## src/cpu_pkg.sv

```systemverilog
package cpu_pkg;

  localparam int WORD_WIDTH = 32;
  localparam int IMM_WIDTH  = 12;

  typedef logic [WORD_WIDTH-1:0] word_t;

  // ********************************************************************
  // Encodings
  // ********************************************************************

  typedef enum logic [3:0] {
    NONE, EQ, NE, LTU, GTU, LEU, GEU, LTS, GTS, LES, GES
  } cond_e;

  typedef enum logic [3:0] {
    NOP, ADD, SUB, AND_OP, OR_OP, XOR_OP, ADDI, LD, ST, CMP, B, OUT, HALT
  } opcode_e;

  typedef enum logic [2:0] {
    ALU_PASS_A, ALU_ADD, ALU_SUB, ALU_AND, ALU_OR, ALU_XOR
  } alu_op_e;

  typedef enum logic [3:0] {
    R0, R1, R2, R3, R4, R5, R6, R7,
    R8, R9, R10, R11, R12, R13, R14, PC
  } reg_e;

  typedef enum logic [1:0] {A_REG, A_MDR, A_NONE} a_src_e;
  typedef enum logic [1:0] {B_REG, B_IMM, B_MAR, B_NONE} b_src_e;

  // ********************************************************************
  // Instruction, flags and control word
  // ********************************************************************

  typedef struct packed {
    cond_e                cond;
    opcode_e              opcode;
    reg_e                 rd;
    reg_e                 ra;
    reg_e                 rb;
    logic [IMM_WIDTH-1:0] imm;    // Signed offset.
  } ir_t;

  typedef struct packed {
    logic zero;
    logic carry;
    logic negative;
    logic overflow;
  } status_t;

  typedef struct packed {
    logic       mem_rd;
    logic       mem_wr;
    logic       oe_a_reg_file;
    logic       oe_b_reg_file;
    logic       ld_reg_file;
    reg_e       sel_a_reg_file;
    reg_e       sel_b_reg_file;
    reg_e       sel_d_reg_file;
    logic [1:0] count_b_reg_file;  // Added in place to port B register.
    logic       oe_imm;
    logic       ld_ir;
    logic       ld_status;
    logic       ld_mdr;
    logic       oe_mdr;
    logic       ld_mar;
    logic       oe_mar;
    logic       oe_alu;
    alu_op_e    alu_op;
    logic       ld_out;
  } ctrl_t;

endpackage
```

## src/reg_file.sv

```systemverilog
`timescale 1ns/100ps

module reg_file (
  input  logic           clk,
  input  logic           rst,
  input  cpu_pkg::ctrl_t ctrl,
  input  cpu_pkg::word_t wr_data,
  input  logic           start,
  output cpu_pkg::word_t rd_a,
  output cpu_pkg::word_t rd_b
);
  import cpu_pkg::*;

  word_t regs [16];
  logic  wr_en;
  logic  count_en;

  assign wr_en    = ctrl.ld_reg_file && ctrl.oe_alu;
  assign count_en = ctrl.count_b_reg_file != '0;

  // Read ports.
  assign rd_a = regs[ctrl.sel_a_reg_file];
  assign rd_b = regs[ctrl.sel_b_reg_file];

  // ********************************************************************
  // Write port and in-place counter
  // ********************************************************************

  always_ff @(posedge clk) begin
    if (wr_en) begin
      regs[ctrl.sel_d_reg_file] <= wr_data;
    end else if (count_en) begin
      regs[ctrl.sel_b_reg_file] <= rd_b + word_t'(ctrl.count_b_reg_file);
    end

    // Restart from address 0.
    if (rst || start) begin
      regs[PC] <= '0;
    end
  end

endmodule

```

## config.mk

```make
export PLATFORM = sky130hd
export DESIGN_NAME = reg_file
export DESIGN_NICKNAME = d
export VERILOG_FILES = /design/src/cpu_pkg.sv /design/src/reg_file.sv
export SDC_FILE = /design/constraint.sdc
export NUM_CORES = 1
export LEC_CHECK = 0
export BUFFER_PORTS_ARGS = -buffer_cell sky130_fd_sc_hd__clkbuf_2
export CAP_MARGIN = 20
export CORE_MARGIN = 4
export CORE_UTILIZATION = 45
export CTS_CLUSTER_DIAMETER = 80
export CTS_CLUSTER_SIZE = 20
export DETAILED_ROUTE_END_ITERATION = 10
export GPL_TIMING_DRIVEN = 1
export PLACE_DENSITY = 0.62
export SLEW_MARGIN = 20
export SYNTH_ARGS = -nofsm -noshare
export SYNTH_HDL_FRONTEND = slang
export SYNTH_SLANG_ARGS = --single-unit
```

## constraint.sdc

```tcl
create_clock -name clk -period 4.4 [get_ports clk]
set_input_delay 0 -clock clk [delete_from_list [all_inputs] [get_ports clk]]
set_output_delay 0 -clock clk [all_outputs]
set_load 0.02 [all_outputs]
```

==> qor.yml <==
clock_tree:
  root_buffer: "clkbuf_16"
  cts_tree: "yes"
  clockBufferDepth: 3
  h-tree-depth: 1
  cts_buffers: 30
  clock-sinks: 512
  clk_pin_slew_ns: 0.09
  clk_latency_ns: 0.61
  cts-resized-gates: 0
yosys:
  yosys_register_bits: 512
  yosys_warnings: 0
  synth_top_area_frac: 0.5691
  ys_seq_area_frac: 0.5944
  syn_area_per_cell_um2: 18.07
  ys_types: 78
  synthCells: 1402
  mappedNetlistArea_um2: 25330
  synth_top_area_cell: "edfxtp_1"
  synth_edf_count: 480
  dominantRegCellSynth: "edfxtp_1"
  synthArstFlopShare: 0
  synth.area.top_cells: "edfxtp_1 57%, mux4_2 20%, mux4_1 3.8%, mux2i_1 2.7%, dfxtp_1 2.5%"
  syn_nets: 1471
critical_path:
  critPathCaptureType: "flip-flop"
  required_ns: 4.69
  arrival_ns: 4.42
  crit_type: "reg2reg"
  crit_path_max_fanout: 15
  crit_path_start_kind: "flip-flop"
floorplan:
  ios: 130
  dieHeight_um: 245.2
  start_util: 0.4571
  dieArea_um2: 60150
  core-area_um2: 55420
  rows: 86
  chipWidth_um: 245.2
sta:
  rsz0062_at_grt: "no"
  hold_viol_final: 0
  hold-worst-slack_ns: 0.09031
  fmax_mhz: 242.0
  slew_violations: 0
  slew-limit-headroom: 0.2579
  finalCritPeriodShare: 0.9391
  setup_viol: 0
  tightest_slew_ns: 1.112
  finalClockSkew_ns: 0.02493
  final.min_clock_period_ns: 4.132
  setup_tns_ns: 0
final_layout:
  regMostFlops: "regs"
  drive_gt1_frac: 0.3213
  fill_cells: 4486
  syn2layout_area_growth_pct: 11.86
  largest_register_ffs: 512
  layout_commonest_cell: "edfxtp_1"
  nets: 1629
  reg_top3: "regs: 512 flops"
  final_util: 0.5113
  final_cell_mix: "480 x edfxtp_1, 226 x mux4_2, 109 x clkbuf_2, 74 x buf_4, 69 x mux2i_1"
  diodes: 0
power_and_ir_drop:
  peakVddDrop_v: 0.0003027
  p_clk_frac: 0.293
  p_comb_frac: 0.158
  swShare: 0.2597
  p_int_mw: 7.639
  p_switching_mw: 2.679
  p_per_area_nw_per_um2: 364.2
  seqPwrFrac: 0.549
  finalPower_mw: 10.32
  p_leak_nw: 9.327
grt:
  antenna_found_initial: 1
  grt_pass1_vias: 15600
  grt_pass1_wl_um: 109200
  track_usage: 0.2492
  grt-ovfl-total: 0
  grt_max_degree: 69
route:
  drt_iter0_drc: 1746
  finalWirelength_um: 76030
  vias_per_cell: 6.658
  drc: 0
  avgRoutedWirePerCell_um: 32.60
  antenna_left: 0
  firstDrtPassIters: 7
  num_vias: 15530
run_status:
  status: "completed"
place:
  routabilityCongestion: 0.8270
  hpwl_um: 46470
  port-buffer-count: 114
run:
  max-cap-violations: 0
hold_path:
  hold_class: "in2reg"
==> power by group through the flow <==
stage / registers, mW / clock network (mW) / logic, mW
after detailed placement: 5.77 / 0 / 1.60
after global routing: 5.67 / 3.27 / 1.72
after global placement: 5.76 / 0 / 1.58
after CTS: 5.66 / 3.07 / 1.62
final: 5.66 / 3.03 / 1.63
after floorplan: 5.75 / 0 / 1.01
==> worst max-delay path, cell delays in order (launching register included) <==
cell	delay, ns
edfxtp_1	0.36
mux4_2	0.25
mux4_2	0.27
ha_1	0.19
inv_1	0.06
fa_1	0.56
a21oi_1	0.45
nand3_1	0.30
nor3_1	0.46
a211oi_1	0.18
nor3_2	0.72
==> Yosys cell counts, types with 6 or more instances <==
| library cell | count |
|---|---|
| a22oi_1 | 36 |
| mux4_2 | 226 |
| buf_12 | 7 |
| buf_2 | 6 |
| nand2b_1 | 7 |
| nor2_1 | 51 |
| edfxtp_1 | 480 |
| mux2i_1 | 69 |
| a221oi_1 | 23 |
| inv_1 | 9 |
| mux4_1 | 37 |
| a21oi_1 | 33 |
| xor2_1 | 6 |
| buf_1 | 19 |
| nand4_1 | 11 |
| nor4_1 | 7 |
| o31ai_1 | 7 |
| a31oi_1 | 11 |
| nor3_1 | 19 |
| dfxtp_1 | 32 |
| and3_1 | 8 |
| nand2_1 | 67 |
| o21ai_0 | 21 |
| clkbuf_1 | 51 |
| a211o_1 | 6 |
| clkbuf_8 | 9 |
| and2_1 | 6 |
| nand3_1 | 21 |
==> routing by layer <==
metal | global-route usage | part of all wire | up-vias
li1 | - | - | 6336
met4 | 0.07770 | 0.036 | 2
met2 | 0.4288 | 0.50 | 798
met5 | 0 | 0.00018 | -
met3 | 0.03386 | 0.074 | 160
met1 | 0.3324 | 0.39 | 8231
==> logic make-up (layout without fill, tap and decap cells) <==
| logic type | count (synthesis) | count (layout) | share of synthesized area |
|---|---|---|---|
| multiplexers | 333 | 333 | 0.2671 |
| XOR/XNOR | 11 | 11 | 0.003804 |
| flip-flops | 512 | 512 | 0.5944 |
| AND/OR/NAND/NOR | 232 | 232 | 0.04639 |
| buffers and inverters | 115 | 297 | 0.02934 |
| AO/OA/AOI/OAI | 196 | 196 | 0.05726 |
| adder cells (fa/ha/maj) | 3 | 3 | 0.001778 |
==> final cells by class <==
type | count | area (µm²) | area share
timing repair buffer | 232 | 1692 | 0.05971
inverter | 9 | 33.78 | 0.001192
multi-input combinational | 775 | 9678 | 0.3416
sequential | 512 | 15050 | 0.5314
clock buffer | 52 | 884.6 | 0.03122
tap | 748 | 935.9 | 0.03303
clock inverter | 4 | 53.80 | 0.001899
==> stage by stage <==
stage               area [µm²]  instances  setup slack, ns
finish                   28330       2332           0.2678
global route             28330       2332          0.03622
CTS                      28310       2330           0.3987
detailed placement       27020       2238           0.3119
global placement         27020       2238           0.4300
floorplan                25340       1402          0.03973
==> worst paths after layout <==
kind | endpoint | cells after the start | startpoint | slack, ns
hold / removal | regs[15][0]$_SDFFE_PP0P_ | 5 | wr_data[0] | 0.09
setup / recovery | regs[3][30]$_DFFE_PP_ | 10 | regs[1][0]$_DFFE_PP_ | 0.27
setup reg to reg | regs[3][30]$_DFFE_PP_ | 10 | regs[1][0]$_DFFE_PP_ | 0.27
hold reg to reg | regs[15][9]$_SDFFE_PP0P_ | 2 | regs[15][9]$_SDFFE_PP0P_ | 0.48
==> timing repair <==
action	4_1_cts	5_1_grt
hold endpoints to repair	175	4
hold buffers	36	1
setup buffers	0	0
Power figures use the tool's default switching activity.
