==> config.mk <==
export PLATFORM = sky130hd
export DESIGN_NAME = control
export DESIGN_NICKNAME = d
export VERILOG_FILES = /design/src/cpu_pkg.sv /design/src/control.sv
export SDC_FILE = /design/constraint.sdc
export NUM_CORES = 1
export LEC_CHECK = 0
export ABC_AREA = 1
export ABC_CLOCK_PERIOD_IN_PS = 1400
export CAP_MARGIN = 15
export CORE_MARGIN = 1
export CORE_UTILIZATION = 40
export DETAILED_ROUTE_END_ITERATION = 8
export DONT_BUFFER_PORTS = 1
export GPL_ROUTABILITY_DRIVEN = 0
export PLACE_DENSITY = 0.57
export SETUP_SLACK_MARGIN = 0.1
export SYNTH_ARGS = -nofsm -noshare
export SYNTH_HDL_FRONTEND = slang
export SYNTH_SLANG_ARGS = --single-unit
==> constraint.sdc <==
create_clock -name clk -period 1.4 [get_ports clk]
set_input_delay 0 -clock clk [delete_from_list [all_inputs] [get_ports clk]]
set_output_delay 0 -clock clk [all_outputs]
set_load 0.01 [all_outputs]
==> src/cpu_pkg.sv <==
package cpu_pkg;

  localparam int WORD_WIDTH = 32;
  localparam int IMM_WIDTH  = 12;

  typedef logic [WORD_WIDTH-1:0] word_t;

  // ********************************************************************
  // Encodings
  // ********************************************************************

  typedef enum logic [3:0] {
    NONE, EQ, NE, LTU, GTU, LEU, GEU, LTS, GTS, LES, GES
  } cond_e;

  typedef enum logic [3:0] {
    NOP, ADD, SUB, AND_OP, OR_OP, XOR_OP, ADDI, LD, ST, CMP, B, OUT, HALT
  } opcode_e;

  typedef enum logic [2:0] {
    ALU_PASS_A, ALU_ADD, ALU_SUB, ALU_AND, ALU_OR, ALU_XOR
  } alu_op_e;

  typedef enum logic [3:0] {
    R0, R1, R2, R3, R4, R5, R6, R7,
    R8, R9, R10, R11, R12, R13, R14, PC
  } reg_e;

  typedef enum logic [1:0] {A_REG, A_MDR, A_NONE} a_src_e;
  typedef enum logic [1:0] {B_REG, B_IMM, B_MAR, B_NONE} b_src_e;

  // ********************************************************************
  // Instruction, flags and control word
  // ********************************************************************

  typedef struct packed {
    cond_e                cond;
    opcode_e              opcode;
    reg_e                 rd;
    reg_e                 ra;
    reg_e                 rb;
    logic [IMM_WIDTH-1:0] imm;    // Signed offset.
  } ir_t;

  typedef struct packed {
    logic zero;
    logic carry;
    logic negative;
    logic overflow;
  } status_t;

  typedef struct packed {
    logic       mem_rd;
    logic       mem_wr;
    logic       oe_a_reg_file;
    logic       oe_b_reg_file;
    logic       ld_reg_file;
    reg_e       sel_a_reg_file;
    reg_e       sel_b_reg_file;
    reg_e       sel_d_reg_file;
    logic [1:0] count_b_reg_file;  // Added in place to port B register.
    logic       oe_imm;
    logic       ld_ir;
    logic       ld_status;
    logic       ld_mdr;
    logic       oe_mdr;
    logic       ld_mar;
    logic       oe_mar;
    logic       oe_alu;
    alu_op_e    alu_op;
    logic       ld_out;
  } ctrl_t;

endpackage
==> src/control.sv <==
`timescale 1ns/100ps

module control (
  input  logic             clk,
  input  logic             rst,
  input  logic             start,
  input  cpu_pkg::ir_t     ir,
  input  cpu_pkg::status_t status,
  output cpu_pkg::ctrl_t   ctrl,
  output logic             halted
);
  import cpu_pkg::*;

  typedef enum logic [2:0] {
    STOP, FETCH, DECODE, EXEC, ADDR, MEM, WB
  } state_e;

  state_e state;

  function automatic logic cond_ok(cond_e cond, status_t st);
    case (cond)
      NONE:    cond_ok = 1'b1;
      EQ:      cond_ok = st.zero;
      NE:      cond_ok = !st.zero;
      LTU:     cond_ok = !st.carry;
      GTU:     cond_ok = st.carry && !st.zero;
      LEU:     cond_ok = !st.carry || st.zero;
      GEU:     cond_ok = st.carry;
      LTS:     cond_ok = st.negative != st.overflow;
      GTS:     cond_ok = !st.zero && (st.negative == st.overflow);
      LES:     cond_ok = st.zero || (st.negative != st.overflow);
      GES:     cond_ok = st.negative == st.overflow;
      default: cond_ok = 1'b1;
    endcase
  endfunction

  assign halted = state == STOP;

  // ********************************************************************
  // State sequencing
  // ********************************************************************

  always_ff @(posedge clk) begin
    if (rst) begin
      state <= STOP;
    end else begin
      case (state)
        STOP:   if (start) state <= FETCH;
        FETCH:  state <= DECODE;
        DECODE: begin
          if (!cond_ok(ir.cond, status)) begin
            state <= FETCH;  // Skipped.
          end else begin
            case (ir.opcode)
              HALT:    state <= STOP;
              LD, ST:  state <= ADDR;
              NOP:     state <= FETCH;
              ADD, SUB, AND_OP, OR_OP, XOR_OP, ADDI, CMP, B, OUT: state <= EXEC;
              default: state <= FETCH;
            endcase
          end
        end
        ADDR:    state <= MEM;
        MEM:     state <= (ir.opcode == LD) ? WB : FETCH;
        default: state <= FETCH;  // EXEC and WB.
      endcase
    end
  end

  // ********************************************************************
  // Control word
  // ********************************************************************

  always_comb begin
    ctrl = '0;
    case (state)
      FETCH: begin
        ctrl.sel_b_reg_file   = PC;  // ir <= [pc], pc <= pc + 1.
        ctrl.oe_b_reg_file    = 1'b1;
        ctrl.mem_rd           = 1'b1;
        ctrl.ld_ir            = 1'b1;
        ctrl.count_b_reg_file = 2'd1;
      end
      EXEC: begin
        ctrl.oe_a_reg_file  = 1'b1;
        ctrl.sel_a_reg_file = ir.ra;
        ctrl.sel_b_reg_file = ir.rb;
        ctrl.sel_d_reg_file = ir.rd;
        case (ir.opcode)
          ADD, SUB, AND_OP, OR_OP, XOR_OP: begin
            ctrl.oe_b_reg_file = 1'b1;
            ctrl.oe_alu        = 1'b1;
            ctrl.ld_reg_file   = 1'b1;
            case (ir.opcode)
              ADD:     ctrl.alu_op = ALU_ADD;
              SUB:     ctrl.alu_op = ALU_SUB;
              AND_OP:  ctrl.alu_op = ALU_AND;
              OR_OP:   ctrl.alu_op = ALU_OR;
              default: ctrl.alu_op = ALU_XOR;
            endcase
          end
          ADDI: begin
            ctrl.oe_imm      = 1'b1;
            ctrl.alu_op      = ALU_ADD;
            ctrl.oe_alu      = 1'b1;
            ctrl.ld_reg_file = 1'b1;
          end
          CMP: begin
            ctrl.oe_b_reg_file = 1'b1;
            ctrl.alu_op        = ALU_SUB;
            ctrl.ld_status     = 1'b1;  // Flags only.
          end
          B: begin
            ctrl.sel_a_reg_file = PC;  // pc <= pc + imm.
            ctrl.sel_d_reg_file = PC;
            ctrl.oe_imm         = 1'b1;
            ctrl.alu_op         = ALU_ADD;
            ctrl.oe_alu         = 1'b1;
            ctrl.ld_reg_file    = 1'b1;
          end
          OUT:     ctrl.ld_out = 1'b1;
          default: ctrl.oe_a_reg_file = 1'b0;
        endcase
      end
      ADDR: begin
        ctrl.oe_a_reg_file  = 1'b1;  // mar <= ra + imm.
        ctrl.sel_a_reg_file = ir.ra;
        ctrl.oe_imm         = 1'b1;
        ctrl.alu_op         = ALU_ADD;
        ctrl.oe_alu         = 1'b1;
        ctrl.ld_mar         = 1'b1;
      end
      MEM: begin
        ctrl.oe_mar = 1'b1;
        if (ir.opcode == LD) begin
          ctrl.mem_rd = 1'b1;
          ctrl.ld_mdr = 1'b1;
        end else begin
          ctrl.mem_wr         = 1'b1;  // Store data through the ALU.
          ctrl.oe_a_reg_file  = 1'b1;
          ctrl.sel_a_reg_file = ir.rb;
          ctrl.alu_op         = ALU_PASS_A;
          ctrl.oe_alu         = 1'b1;
        end
      end
      WB: begin
        ctrl.oe_mdr         = 1'b1;
        ctrl.alu_op         = ALU_PASS_A;
        ctrl.oe_alu         = 1'b1;
        ctrl.ld_reg_file    = 1'b1;
        ctrl.sel_d_reg_file = ir.rd;
      end
      default: ctrl = '0;  // STOP and DECODE.
    endcase
  end

endmodule

==> results of run 1 <==
[metrics by stage]
stage	instances	power (mW)	util
2_1_floorplan	145	0.317	-
3_3_place_gp	174	0.345	0.461
3_5_place_dp	174	0.347	0.461
4_1_cts	185	0.542	0.532
5_1_grt	190	0.594	0.580
6_report	190	0.551	0.580
[kinds of logic after synthesis]
logic type             share of synthesized area
flip-flops                                0.0821
AND/OR/NAND/NOR                            0.557
other                                    0.00512
buffers and inverters                      0.203
AO/OA/AOI/OAI                              0.152
[path summary, 6_finish.rpt]
check / from / end / cells after the start
min: ir[25] / ctrl[3] / 1
min reg2reg: state[1] / state[1] / 3
max reg2reg: state[0] / state[0] / 8
max: state[0] / ctrl[23] / 7
[worst max-delay path, stage by stage (launching register included)]
cell and delay [ns]:
dfxtp_4 0.35, inv_4 0.04, nor2_4 0.10, inv_4 0.06
nor2_8 0.13, buf_4 0.13, nand3_4 0.13, o211ai_1 0.20
[layer usage]
layer | vias to the layer above | GRT usage | part of all wire
met4 | 0 | 0.0667 | 0
met2 | 39 | 0.350 | 0.53
met1 | 418 | 0.232 | 0.40
met3 | 0 | 0.0280 | 0.067
met5 | - | 0 | 0
li1 | 486 | - | -
[synth_stat cells]
cell | count | area share
o21ai_0 | 7 | 0.048
nor2_2 | 2 | 0.017
a21oi_2 | 1 | 0.012
nand4_1 | 1 | 0.0086
nand2_1 | 46 | 0.24
nor2_8 | 1 | 0.027
nand3_1 | 9 | 0.062
nor3_1 | 6 | 0.041
inv_1 | 28 | 0.14
a21oi_1 | 6 | 0.041
inv_4 | 2 | 0.017
buf_4 | 2 | 0.021
nand3_2 | 1 | 0.014
nor2_4 | 2 | 0.031
nand3b_1 | 1 | 0.010
o211ai_1 | 3 | 0.031
dfxtp_1 | 3 | 0.082
conb_1 | 1 | 0.0051
inv_2 | 3 | 0.015
buf_2 | 1 | 0.0068
a211oi_1 | 1 | 0.010
nor2_1 | 16 | 0.082
o21bai_1 | 1 | 0.010
nor4_4 | 1 | 0.029
[repair_timing]
| action | CTS | global route |
|---|---|---|
| hold endpoints to repair | 3 | 0 |
| hold buffers | 2 | 0 |
| endpoints found under the setup margin | 23 | 22 |
| pin swaps | 5 | 8 |
| buffers inserted | 5 | 5 |
| resized for setup | 17 | 16 |
[power by group]
part / switching [mW] / leakage, nW / total, mW / internal (mW)
sequential: 0.0131 / 0.0267 / 0.109 / 0.0955
clock: 0.0439 / 0.0150 / 0.151 / 0.107
combinational: 0.186 / 0.524 / 0.291 / 0.105
[final cells by class]
class | instances | area, sq um
clock buffers | 4 | 26.3
fillers | 178 | 724
inverters | 33 | 131
flip-flops and latches | 3 | 71.3
well taps | 25 | 31.3
multi-input cells | 106 | 594
repair buffers | 19 | 148
==> reports/qor.csv, run 1 <==
stage,metric,value,unit
place,postPlaceCellArea,796,sq um
timing,rsz0062_at_grt,yes,
finish,num_antenna_cells,0,
synth,ys_ff_latch,3,
clock_tree,cts_inserted_buffers,3,
synth,yosysSeqAreaShare,0.0821,
global_routing,grt-ovfl-total,0,
timing,hold_viol_final,0,
global_routing,grt_use_total,0.194,
timing,drv_slew,0,
floorplan,die_h,44.8,microns
floorplan,fp.dieW,44.8,microns
synth,yosysWarnings,0,
route,wire_per_inst,10.1,microns
clock_tree,cts_tree,done,
clock_tree,clock_sinks,3,
floorplan,fp.coreArea,1730,sq um
finish,largest-register,state,
critical_path,worstPathArrival,1.37,ns
status,status,"complete, no violations",
synth,synth_fp_nets,184,
synth,syn_inst,145,
job,drv_cap,0,
floorplan,die_area,2000,sq um
power_and_ir_drop,p_leak,0.566,nW
power_and_ir_drop,ir_worst_vdd,0.000305,V
critical_path,cp-start-kind,register,
place,dp_hpwl,1550,microns
power_and_ir_drop,cellPowerDensity,549,nW/um^2
timing,fin_skew,0.00282,ns
floorplan,core.rowCount,15,
finish,final_cell_mix,"33 x nand2_1, 22 x inv_1, 17 x buf_4",
route,drtIter0Drc,13,
route,vias,943,
critical_path,critPathKind,register to output pin,
critical_path,regToRegSetupSlack,0.19,ns
route,vias_per_cell,4.96,
timing,hold_ws,0.0582,ns
synth,synth_area,732,sq um
finish,largest_reg_flops,3,
floorplan,initial_core_util,0.424,
finish,synthToLayoutAreaGrowth,36.9,%
clock_tree,clkTransAtPathRegs,0.04,ns
place,dpl_worst_slack,0.107,ns
hold_path,hold_path.class,input pin to output pin,
timing,layout_setup_ws,0.0338,ns
timing,fin_crit_sh,0.976,
finish,stdcell_area,1000,sq um
timing,fin_crit,1.37,ns
global_routing,grt_pass1_wl,2950,microns
timing,final-setup-viol-count,0,
timing,tns,0,ns
clock_tree,clock_path_buffers,2,
global_routing,antenna_found_initial,0,
finish,final_common_cell,nand2_1,
route,drc_errors,0,
clock_tree,htreeDepth,1,
place,port_buffers,0,
route,dr.pass1.iters,4,
clock_tree,root_buffer,clkbuf_4,
global_routing,grt_pass1_vias,802,
route,wirelength,1930,microns
synth,avgSynthCellArea,5.05,sq um
global_routing,grt_max_degree,9,
route,detail-route-antenna-nets,0,
critical_path,crit_fanout,8,
clock_tree,clkLatencyLatePin,0.23,ns
floorplan,io_pins,71,
critical_path,cp_data_required_time,1.40,ns
finish,drive_gt1_frac,0.339,
finish,biggestRegsByFlops,state (3),
timing,max_freq,732,MHz
synth,ys_types,24,
critical_path,cp-end-kind,output pin,
finish,nNetsFinal,205,
(Power assumes the default switching activity.)
==> run 2, diff against run 1 <==
CORE_UTILIZATION = 45   (was 40)
PLACE_DENSITY = 0.63   (was 0.57)
==> reports/qor.csv, run 2 (synthesis results as in run 1) <==
stage,metric,value,unit
status,status,"complete, no violations",
clock_tree,clkLatencyLatePin,0.25,ns
power_and_ir_drop,ir_worst_vdd,0.000388,V
critical_path,crit_top_cell,nor2_4,
floorplan,fp.dieW,42.3,microns
hold_path,hold_path.class,input pin to output pin,
critical_path,startpoint,state[2],
floorplan,fp.coreArea,1510,sq um
critical_path,cp-end-kind,output pin,
finish,finish.utilization,0.654,
clock_tree,clock_sinks,3,
power_and_ir_drop,cellPowerDensity,579,nW/um^2
route,vias_per_cell,5.26,
finish,final_common_cell,nand2_1,
critical_path,crit_family,flip-flops,
timing,rsz0062_at_grt,yes,
finish,register_area,68.8,sq um
finish,instances_no_fill,179,
timing,hold_viol_final,0,
place,placed_cells,167,
clock_tree,clkTransAtPathRegs,0.04,ns
place,port_buffers,0,
place,postPlaceCellArea,800,sq um
clock_tree,clock_path_buffers,2,
clock_tree,root_buffer,clkbuf_4,
finish,largest-register,state,
timing,layout_setup_ws,0.0237,ns
critical_path,crit_fanout,5,
timing,fin_crit,1.38,ns
global_routing,grt_max_degree,9,
finish,stdcell_area,985,sq um
finish,nNetsFinal,203,
timing,max_freq,727,MHz
timing,tns,0,ns
finish,num_antenna_cells,0,
critical_path,worstPathArrival,1.38,ns
finish,synthToLayoutAreaGrowth,34.5,%
job,drv_cap,0,
clock_tree,cts_inserted_buffers,3,
timing,final-setup-viol-count,0,
critical_path,reg2reg_from,state[2],
timing,fin_crit_sh,0.983,
floorplan,io_pins,71,
place,dpl_worst_slack,0.0885,ns
clock_tree,htreeDepth,1,
critical_path,path_cells,inv_4 -> nor2_4 -> inv_2 -> nor2_4 -> nand2_4 -> o211ai_1,
critical_path,cpPeakStageDelay,0.37,ns
finish,nFillCells,142,
floorplan,core.rowCount,14,
critical_path,endpoint,ctrl[23],
timing,drv_slew,0,
route,vias,942,
route,drc_errors,0,
global_routing,grt-ovfl-total,0,
timing,fin_skew,0.00397,ns
critical_path,critPathKind,register to output pin,
route,drtIter0Drc,25,
critical_path,cp_data_required_time,1.40,ns
global_routing,antenna_found_initial,0,
timing,hold_ws,0.0594,ns
place,dp_hpwl,1520,microns
clock_tree,cts_tree,done,
power_and_ir_drop,p_leak,0.575,nW
critical_path,r2r_end,state[0],
finish,drive_gt1_frac,0.337,
critical_path,cp_num_buf_inv,2,
floorplan,die_h,42.3,microns
power_and_ir_drop,total_power,570,uW
critical_path,slowest_stage,dfxtp_4,
critical_path,regToRegSetupSlack,0.13,ns
finish,final_cell_mix,"37 x nand2_1, 21 x inv_1, 14 x nor2_1, 14 x buf_4, 8 x inv_2",
global_routing,grt_pass1_vias,759,
global_routing,grt_pass1_wl,3050,microns
route,wirelength,2080,microns
global_routing,grt_use_total,0.218,
critical_path,cp-start-kind,register,
route,wire_per_inst,11.6,microns
floorplan,die_area,1790,sq um
finish,multi_input_area,597,sq um
critical_path,worst-path-stages,6,
finish,biggestRegsByFlops,state (3),
critical_path,ff2ff_path_depth,9,
route,detail-route-antenna-nets,0,
floorplan,initial_core_util,0.486,
finish,largest_reg_flops,3,
route,dr.pass1.iters,4,
[run 2: changes by cell type in the layout (fill, tap and decap cells not counted), moves of 2 or more]
| cell | before | now |
|---|---|---|
| nand2_2 | 10 | 7 |
| nand3_1 | 9 | 7 |
| nand3_2 | 0 | 3 |
| nor2_4 | 3 | 5 |
| nand2_1 | 33 | 37 |
| buf_4 | 17 | 14 |
| nor2_1 | 16 | 14 |
[run 2: where the power goes]
group	switching (mW)	leakage, nW	internal, mW
registers	0.0154	0.0264	0.0948
clock network	0.0641	0.0150	0.108
logic	0.189	0.533	0.0983
[run 2: worst min-delay path by stage]
stage            from       end  slack [ns]  cells past startpoint
6_report       ir[25]   ctrl[3]        0.06                      1
5_1_grt        ir[25]   ctrl[3]        0.06                      1
4_1_cts        ir[25]   ctrl[3]        0.06                      1
3_5_place_dp   ir[25]   ctrl[3]        0.06                      1
3_3_place_gp   ir[25]   ctrl[3]        0.06                      1
2_1_floorplan     rst  state[1]        0.07                      1
[run 2: routing by layer]
metal  track usage  up-vias  share of wire
li1              -      484              -
met1         0.256      407           0.40
met2         0.369       49           0.50
met3        0.0431        2          0.083
met4         0.113        0          0.014
met5             0        -              0
[run 2: cell type report]
type,instances,share of cell area
clock buffer,4,0.0267
inverter,33,0.139
multi-input combinational,106,0.606
sequential,3,0.0699
tap,16,0.0203
timing repair buffer,17,0.139
[run 2: what timing repair did]
action / 4_1_cts / 5_1_grt
pin swaps: 5 / 7
hold endpoints to repair: 3 / 0
resized for setup: 19 / 18
hold buffers: 2 / 0
setup endpoints to repair: 22 / 23
setup buffers: 3 / 3
