File: src/cpu_pkg.sv
package cpu_pkg;

  localparam int WORD_WIDTH = 32;
  localparam int IMM_WIDTH  = 12;

  typedef logic [WORD_WIDTH-1:0] word_t;

  // ********************************************************************
  // Encodings
  // ********************************************************************

  typedef enum logic [3:0] {
    NONE, EQ, NE, LTU, GTU, LEU, GEU, LTS, GTS, LES, GES
  } cond_e;

  typedef enum logic [3:0] {
    NOP, ADD, SUB, AND_OP, OR_OP, XOR_OP, ADDI, LD, ST, CMP, B, OUT, HALT
  } opcode_e;

  typedef enum logic [2:0] {
    ALU_PASS_A, ALU_ADD, ALU_SUB, ALU_AND, ALU_OR, ALU_XOR
  } alu_op_e;

  typedef enum logic [3:0] {
    R0, R1, R2, R3, R4, R5, R6, R7,
    R8, R9, R10, R11, R12, R13, R14, PC
  } reg_e;

  typedef enum logic [1:0] {A_REG, A_MDR, A_NONE} a_src_e;
  typedef enum logic [1:0] {B_REG, B_IMM, B_MAR, B_NONE} b_src_e;

  // ********************************************************************
  // Instruction, flags and control word
  // ********************************************************************

  typedef struct packed {
    cond_e                cond;
    opcode_e              opcode;
    reg_e                 rd;
    reg_e                 ra;
    reg_e                 rb;
    logic [IMM_WIDTH-1:0] imm;    // Signed offset.
  } ir_t;

  typedef struct packed {
    logic zero;
    logic carry;
    logic negative;
    logic overflow;
  } status_t;

  typedef struct packed {
    logic       mem_rd;
    logic       mem_wr;
    logic       oe_a_reg_file;
    logic       oe_b_reg_file;
    logic       ld_reg_file;
    reg_e       sel_a_reg_file;
    reg_e       sel_b_reg_file;
    reg_e       sel_d_reg_file;
    logic [1:0] count_b_reg_file;  // Added in place to port B register.
    logic       oe_imm;
    logic       ld_ir;
    logic       ld_status;
    logic       ld_mdr;
    logic       oe_mdr;
    logic       ld_mar;
    logic       oe_mar;
    logic       oe_alu;
    alu_op_e    alu_op;
    logic       ld_out;
  } ctrl_t;

endpackage
File: src/bus_unit.sv
`timescale 1ns/100ps

module bus_unit (
  input  logic             clk,
  input  logic             rst,
  input  cpu_pkg::ctrl_t   ctrl,
  input  cpu_pkg::word_t   rd_a,
  input  cpu_pkg::word_t   rd_b,
  input  cpu_pkg::word_t   mdr,
  input  cpu_pkg::word_t   mar,
  input  cpu_pkg::word_t   mem_data,
  input  cpu_pkg::status_t alu_flags,
  output cpu_pkg::word_t   bus_a,
  output cpu_pkg::word_t   bus_b,
  output cpu_pkg::ir_t     ir,
  output cpu_pkg::status_t status,
  output logic             out_valid,
  output cpu_pkg::word_t   out_data
);
  import cpu_pkg::*;

  a_src_e a_src;
  b_src_e b_src;
  word_t  imm_ext;

  assign imm_ext = {{(WORD_WIDTH-IMM_WIDTH){ir.imm[IMM_WIDTH-1]}}, ir.imm};

  // ********************************************************************
  // Bus drivers
  // ********************************************************************

  always_comb begin
    a_src = A_NONE;
    if (ctrl.oe_a_reg_file) a_src = A_REG;
    else if (ctrl.oe_mdr) a_src = A_MDR;

    b_src = B_NONE;
    if (ctrl.oe_b_reg_file) b_src = B_REG;
    else if (ctrl.oe_imm) b_src = B_IMM;
    else if (ctrl.oe_mar) b_src = B_MAR;
  end

  always_comb begin
    case (a_src)
      A_REG:   bus_a = rd_a;
      A_MDR:   bus_a = mdr;
      default: bus_a = '0;  // Idle bus reads zero.
    endcase
    case (b_src)
      B_REG:   bus_b = rd_b;
      B_IMM:   bus_b = imm_ext;
      B_MAR:   bus_b = mar;
      default: bus_b = '0;
    endcase
  end

  always_ff @(posedge clk) begin
    if (rst) begin
      status    <= '0;
      out_valid <= 1'b0;
    end else begin
      if (ctrl.ld_status) status <= alu_flags;
      out_valid <= ctrl.ld_out;
    end
    if (ctrl.ld_ir) ir <= ir_t'(mem_data);
    if (ctrl.ld_out) out_data <= bus_a;
  end

  a_bus_a_one: assert property (
    @(posedge clk) disable iff (rst) $onehot0({ctrl.oe_a_reg_file, ctrl.oe_mdr})
  ) else $error("bus A has more than one driver");

  a_bus_b_one: assert property (
    @(posedge clk) disable iff (rst)
      $onehot0({ctrl.oe_b_reg_file, ctrl.oe_imm, ctrl.oe_mar})
  ) else $error("bus B has more than one driver");

endmodule

File: config.mk
export PLATFORM = sky130hd
export DESIGN_NAME = bus_unit
export DESIGN_NICKNAME = d
export VERILOG_FILES = /design/src/cpu_pkg.sv /design/src/bus_unit.sv
export SDC_FILE = /design/constraint.sdc
export NUM_CORES = 1
export LEC_CHECK = 0
export ABC_AREA = 1
export BUFFER_PORTS_ARGS = -buffer_cell sky130_fd_sc_hd__clkbuf_2
export CORE_AREA = 2 2 128 130
export DETAILED_ROUTE_END_ITERATION = 6
export DIE_AREA = 0 0 130 132
export GPL_ROUTABILITY_DRIVEN = 0
export PLACE_DENSITY = 0.54
export SLEW_MARGIN = 20
export SYNTH_ARGS = -nofsm -noshare
export SYNTH_HDL_FRONTEND = slang
export SYNTH_SLANG_ARGS = --single-unit
File: constraint.sdc
create_clock -name clk -period 1.3 [get_ports clk]
set_clock_uncertainty 0.15 [all_clocks]
set_input_delay 0.195 -clock clk [delete_from_list [all_inputs] [get_ports clk]]
set_output_delay 0.195 -clock clk [all_outputs]
set_load 0.02 [all_outputs]
==> summary.md, run 1 <==
| Metric | Value |
|---|---|
| Run status | `finished with violations` |
| Failing checks | `negative setup slack` |
| Met2 Use GR | `0.294` |
| Required time of the worst setup path | `950 ps` |
| Clock tree from TritonCTS | `yes` |
| Met1 Use GR | `0.149` |
| Min cycle time layout | `1640 ps` |
| Drt drc | `0` |
| Headroom to the max-slew limit | `0.811` |
| Via count of the first global-routing pass | `3,924` |
| Die boundary width | `130 µm` |
| Transition time at the pin with the least slew margin | `284 ps` |
| Vias per std cell | `4.26` |
| Cell row count | `46` |
| Synthesis warning total | `0` |
| Combinational group share of total power | `0.269` |
| Yosys reg bits | `69` |
| Peak supply drop | `555 µV` |
| Core area | `0.0157 mm²` |
| Unrepaired setup endpoints after global routing | `yes` |
| Cell area after technology mapping | `0.00319 mm²` |
| First-pass GRT wire length | `20,200 µm` |
| Kind of path behind the tightest hold check | `input port to register` |
| Standard cell area after detailed placement | `0.00520 mm²` |
| Switching part of the total | `0.288` |
| Antenna violations before repair | `1` |
| Final hold violation count | `0` |
| Sequential power share | `0.379` |
| Largest net degree at the start of global routing | `34` |
| Proportion of synthesized chip area in sequential cells | `0.634` |
| Length of the first detailed-routing pass in iterations | `5` |
| Number of distinct standard cells referenced by the synthesized netlist | `15` |
| Switching power total | `2.05 mW` |
| Setup TNS | `-8480 ps` |
| Final cycle utilization of the critical path | `1.26` |
| Largest delay share family, worst path | `flip-flops` |
| Sinks on Clock Net | `69` |
| Port-buffer cells | `306` |
| Residual antenna-violating net count after detailed routing | `0` |
| Achievable clock frequency | `609 MHz` |
| Number of nets produced by synthesis | `512` |
| Kind of start point of the critical path | `register` |
| Insertion delay of the later-clocked pin in the worst-skew pair | `340 ps` |
| GR Util All Layers | `0.157` |
| Total wire length | `14,500 µm` |
| Die footprint | `0.0172 mm²` |
| Proportion of power drawn by the clock network | `0.352` |
| Final Cell Area | `0.00641 mm²` |
| Average instance area after synthesis | `10.1 µm²` |
| Proportion of layout cells with a drive suffix above 1 | `0.549` |
| Critical path endpoint category | `output pin` |
| CP max-delay cell | `edfxtp_1` |
| Post-synthesis cell count | `315` |
| Main area contributors after synthesis | `edfxtp_1 60%, nand3_1 16%, nand2_1 12%` |
| Pre-CTS setup slack | `-123 ps` |
| Net count of the finished layout | `895` |
| Initial Utilization | `0.203` |
| Cell taking the most area after synthesis | `edfxtp_1` |
| Clock tree root driver cell | `clkbuf_16` |
| Busiest layer in global routing | `met2` |
| Number of buffers inserted during clock tree synthesis | `9` |
| Routed length per instance | `15.7 µm` |
| Most repeated cell in the gate-level netlist after synthesis | `nand2_1` |
| LEAKAGE | `3.25 nW` |
| Endpoint arrival time on the critical path | `1300 ps` |
| Critical path fanouts, max | `10` |
| Height of the chip | `132 µm` |
| Post-DP HPWL | `10,800 µm` |
| Total via count after detailed routing | `3,920` |
| Max-cap violation count | `0` |
| Chain of cells forming the critical path | `nand3_4, clkbuf_16, nand3_1, buf_2` |
| Final Slew Violations | `0` |
| Number of H-tree levels | `3` |
| Count of flip-flops with a built-in enable after synthesis | `64` |
| Layout filler cell count | `1,582` |
| Iteration-0 DRC Markers | `123` |
| Max stage delay on crit path | `430 ps` |
| Number of top-level pins | `330` |
| Setup violators final | `41` |
| Count of buffering cells on the critical path with inverters included | `2` |
| Internal Pwr Total | `5.07 mW` |
| Critical setup path kind | `register to output pin` |
| Area Overhead vs Synth | `101%` |
| Share of synthesized registers carrying an async set or reset | `0` |
| Power density of the placed cells | `1110 mW/mm²` |
| Top cell types by occurrence after synthesis | `104 x nand2_1, 103 x nand3_1, 64 x edfxtp_1` |
| Total overflow reported by the global router | `0` |
| Setup slack of the critical path after layout | `-343 ps` |
| Max clock buf depth | `2` |
| Share of the synthesized area in the top cell type | `0.603` |
| Ys flop type | `edfxtp_1` |
| Clock slew seen by the registers of the worst setup and hold paths | `60 ps` |
| Grt met3 use | `0.0637` |
-- power by group through the flow --
stage	Clock, mW	Sequential (mW)	Combinational [mW]
detailed placement	0	2.74	1.59
CTS	2.60	2.70	1.81
global route	2.69	2.72	2.05
floorplan	0	2.98	0.521
global placement	0	2.74	1.60
finish	2.51	2.70	1.91
-- per-layer routing --
layer  wire [µm]  vias to the layer above
met3        1540                       23
met4         345                        2
li1            -                     1876
met5          13                        -
met2        7580                      236
met1        5010                     1783
-- repair_timing --
| item | in CTS | in global routing |
|---|---|---|
| gates resized for setup | 41 | 73 |
| endpoints found under the hold margin | 40 | 0 |
| cloned | 1 | 5 |
| pin swaps | 22 | 3 |
| buffers inserted | 8 | 2 |
| endpoints found under the setup margin | 47 | 69 |
| hold buffers | 41 | 0 |
-- worst register-to-register path: cells and delay by family, from the launching register on --
| family | cells | cell delay, ps |
|---|---|---|
| simple gates | 1 | 50 |
| compound gates | 1 | 120 |
| flops | 1 | 330 |
-- stage by stage --
stage          cells  utilization  total power, mW  hold slack [ps]
3_5_place_dp     847        0.331             4.34              224
5_1_grt          919        0.408             7.46             20.1
4_1_cts          913        0.391             7.11             1.53
3_3_place_gp     847        0.331             4.33              222
2_1_floorplan    315            -             3.50              114
6_report         920        0.408             7.12             13.5
-- final cells by class --
type / instances / area, µm² / share of cell area
inverter: 4 / 22.5 / 0.00351
antenna: 1 / 2.50 / 0.000390
clock buffer: 13 / 293 / 0.0457
multi-input combinational: 218 / 1030 / 0.161
clock inverter: 3 / 15.0 / 0.00234
sequential: 69 / 2020 / 0.315
timing repair buffer: 396 / 2750 / 0.429
tap: 216 / 270 / 0.0421
-- flip-flops by register name, indices dropped and copies added (netlist names) --
signal     cells
ir            32
status         4
out_valid      1
out_data      32
-- final timing paths --
path | to | startpoint | slack, ps | cells after the start
hold / removal | out_data[15]$_DFFE_PP_ | rd_a[15] | 10 | 3
hold reg to reg | status[1]$_SDFFE_PP0P_ | status[1]$_SDFFE_PP0P_ | 310 | 2
setup reg to reg | status[2]$_SDFFE_PP0P_ | status[2]$_SDFFE_PP0P_ | 590 | 2
setup / recovery | bus_b[17] | ir[11]$_DFFE_PP_ | -340 | 4
-- cells in the final DEF, fill, tap and decap left out, drive strengths merged --
cell,count
clkbuf,287
nand3,108
nand2,104
buf,81
edfxtp,64
dlygate4sd3,41
dfxtp,5
a21oi,4
inv,4
clkinv,3
nor2,2
diode,1
-- kinds of logic after synthesis --
kind of cell,count (synthesis),share of synthesized area
compound gates,4,0.00628
flops,69,0.634
buf+inv,28,0.0553
simple gates,214,0.304
Power figures use the tool's default switching activity.
==> run 2, diff against run 1 <==
Settings changed: SKIP_LAST_GASP set to 1.
==> run 2 against run 1 <==
Net effect: the run still ends with negative setup slack left; routed wire length shrank 0.28%; non-clock buffer count is the same; combinational power is essentially flat; global-route usage is essentially flat; fmax is essentially flat; die area is the same; sequential cell count is the same; critical path depth is the same; final cell count shrank 0.11%; critical endpoint unchanged; largest power group unchanged; highest routed layer unchanged.
==> summary.md, run 2 (synthesis gave the netlist of run 1 again) <==
| Metric | Value |
|---|---|
| Number of H-tree levels | `3 (unchanged)` |
| Max clock buf depth | `2 (unchanged)` |
| Max-cap violation count | `0 (unchanged)` |
| Critical setup path kind | `register to output pin` |
| Die footprint | `0.0172 mm² (unchanged)` |
| Net count of the finished layout | `895 (unchanged)` |
| Number of buffers inserted during clock tree synthesis | `9 (unchanged)` |
| Post-DP HPWL | `10,800 µm (unchanged)` |
| Core area | `0.0157 mm² (unchanged)` |
| Min cycle time layout | `1640 ps (+1.28 ps)` |
| Antenna Cells | `0 (-1)` |
| Leading cell type in the layout, fill and taps excluded | `clkbuf_2` |
| Kind of path behind the tightest hold check | `input port to register` |
| Worst flop-to-flop path startpoint | `status[2]$_SDFFE_PP0P_` |
| Kind of start point of the critical path | `register` |
| Sequential cell area in the final layout | `0.00202 mm² (unchanged)` |
| Area Overhead vs Synth | `100%` |
| Highest-count cells in the layout ignoring fill and taps | `259 x clkbuf_2, 102 x nand2_1, 98 x nand3_1, 64 x edfxtp_1, 41 x dlygate4sd3_1` |
| Required time of the worst setup path | `950 ps (about the same)` |
| Final hold violation count | `0 (unchanged)` |
| Initial Utilization | `0.203 (unchanged)` |
| Cell row count | `46 (unchanged)` |
| Residual antenna-violating net count after detailed routing | `0 (unchanged)` |
| Final Cell Area | `0.00639 mm² (-0.37%)` |
| Area taken by multi-input logic gates | `0.00103 mm² (-0.48%)` |
| Number of top-level pins | `330 (unchanged)` |
| Failing checks | `negative setup slack` |
| Largest net degree at the start of global routing | `34 (unchanged)` |
| Critical path fanouts, max | `10 (unchanged)` |
| Antenna violations before repair | `1 (unchanged)` |
| Peak supply drop | `555 µV (about the same)` |
| Clock tree root driver cell | `clkbuf_16` |
| Top Registers | `ir: 32 flops, out_data: 32 flops, status: 4 flops` |
| LEAKAGE | `3.24 nW (-0.28%)` |
| R2R depth | `2 (unchanged)` |
| Critical path endpoint category | `output pin` |
| Sink of the worst hold path | `out_data[19]$_DFFE_PP_` |
| Hold_sp | `rd_a[19]` |
| Length of the first detailed-routing pass in iterations | `4 (-1)` |
| Final Slew Violations | `0 (unchanged)` |
| Die boundary width | `130 µm (unchanged)` |
| Routed length per instance | `15.7 µm (-0.17%)` |
| Transition time at the pin with the least slew margin | `280 ps (-4.04 ps)` |
| Run status | `finished with violations` |
| Unrepaired setup endpoints after global routing | `yes` |
| Final instance count without filler cells | `919 (-0.11%)` |
| Chain of cells forming the critical path | `nand3_4, clkbuf_16, nand3_1, buf_2` |
| Port-buffer cells | `306 (unchanged)` |
| Setup violators final | `41 (unchanged)` |
| Max stage delay on crit path | `430 ps (about the same)` |
| First-pass GRT wire length | `20,200 µm (-0.20%)` |
| Endpoint arrival time on the critical path | `1300 ps (about the same)` |
| Clock tree from TritonCTS | `yes` |
| GR Util All Layers | `0.157 (-0.000253)` |
| Proportion of layout cells with a drive suffix above 1 | `0.548 (-0.00142)` |
| Total wire length | `14,400 µm (-0.28%)` |
| Pre-CTS setup slack | `-123 ps (unchanged)` |
| Power density of the placed cells | `1110 mW/mm² (+0.20%)` |
| Vias per std cell | `4.25 (-0.20%)` |
| Critical Path Start | `ir[11]$_DFFE_PP_` |
| Worst Hold Path Cells | `3 (unchanged)` |
| Reg-to-reg critical path endpoint | `status[2]$_SDFFE_PP0P_` |
| Register-to-Register Setup Slack | `590 ps (about the same)` |
| Achievable clock frequency | `608 MHz (about the same)` |
| Final cycle utilization of the critical path | `1.26 (about the same)` |
| Layout filler cell count | `1,586 (+0.25%)` |
| Total via count after detailed routing | `3,908 (-0.31%)` |
| Setup slack of the critical path after layout | `-344 ps (-1.28 ps)` |
| Height of the chip | `132 µm (unchanged)` |
| Via count of the first global-routing pass | `3,917 (-0.18%)` |
| Iteration-0 DRC Markers | `150 (+22%)` |
| Standard cell area after detailed placement | `0.00520 mm² (unchanged)` |
| Sinks on Clock Net | `69 (unchanged)` |
| Total overflow reported by the global router | `0 (unchanged)` |
| Insertion delay of the later-clocked pin in the worst-skew pair | `340 ps (about the same)` |
| CP max-delay cell | `edfxtp_1` |
| Headroom to the max-slew limit | `0.813 (+0.00270)` |
| Clock slew seen by the registers of the worst setup and hold paths | `50 ps (about the same)` |
| Drt drc | `0 (unchanged)` |
| Instance count after placement with tap cells included | `847 (unchanged)` |
[run 2: final cells by class]
type | instances | share of cell area
clock inverters | 3 | 0.00235
multi-input cells | 218 | 0.161
flip-flops and latches | 69 | 0.316
clock buffers | 13 | 0.0458
inverters | 4 | 0.00353
well taps | 216 | 0.0423
repair buffers | 396 | 0.429
[run 2: layer usage]
layer	global-route usage	vias to the layer above	routed length (µm)
li1	-	1873	-
met1	0.148	1779	5020
met2	0.294	233	7560
met3	0.0637	21	1560
met4	0.0621	2	293
met5	0	-	13
[run 2: how the worst max path moves through the flow]
stage | to | slack, ps | cells after the start
after detailed placement | bus_b[15] | -120 | 6
after global placement | bus_b[15] | -120 | 6
after CTS | bus_b[13] | -350 | 4
final | bus_b[17] | -340 | 4
after global routing | bus_b[15] | -400 | 4
after floorplan | bus_b[11] | -40 | 3
[run 2: repair_timing]
action                     CTS  global route
setup endpoints to repair   47            69
hold buffers                41             0
resized for setup           35            76
buffers inserted             8             2
gates cloned                 1             5
pin swaps                   22             4
hold endpoints to repair    40             0
[run 2: critical path: cells and delay by family, from the launching register on]
family                 cells  cell delay (ps)
flip-flops                 1              430
buffers and inverters      2              330
AND/OR/NAND/NOR            2              200
[run 2: stage by stage]
| stage | power (mW) | hold slack [ps] | utilization | setup TNS [ps] |
|---|---|---|---|---|
| 2_1_floorplan | 3.50 | 114 | - | -759 |
| 6_report | 7.11 | 13.6 | 0.407 | -8420 |
| 3_5_place_dp | 4.34 | 224 | 0.331 | -2540 |
| 4_1_cts | 7.10 | 1.53 | 0.389 | -9040 |
| 3_3_place_gp | 4.33 | 222 | 0.331 | -2650 |
| 5_1_grt | 7.44 | 20.1 | 0.407 | -10750 |
[run 2: power breakdown]
part	switching [mW]	total (mW)	internal, mW
clock network	0.941	2.51	1.57
logic	1.04	1.90	0.857
registers	0.0625	2.70	2.64
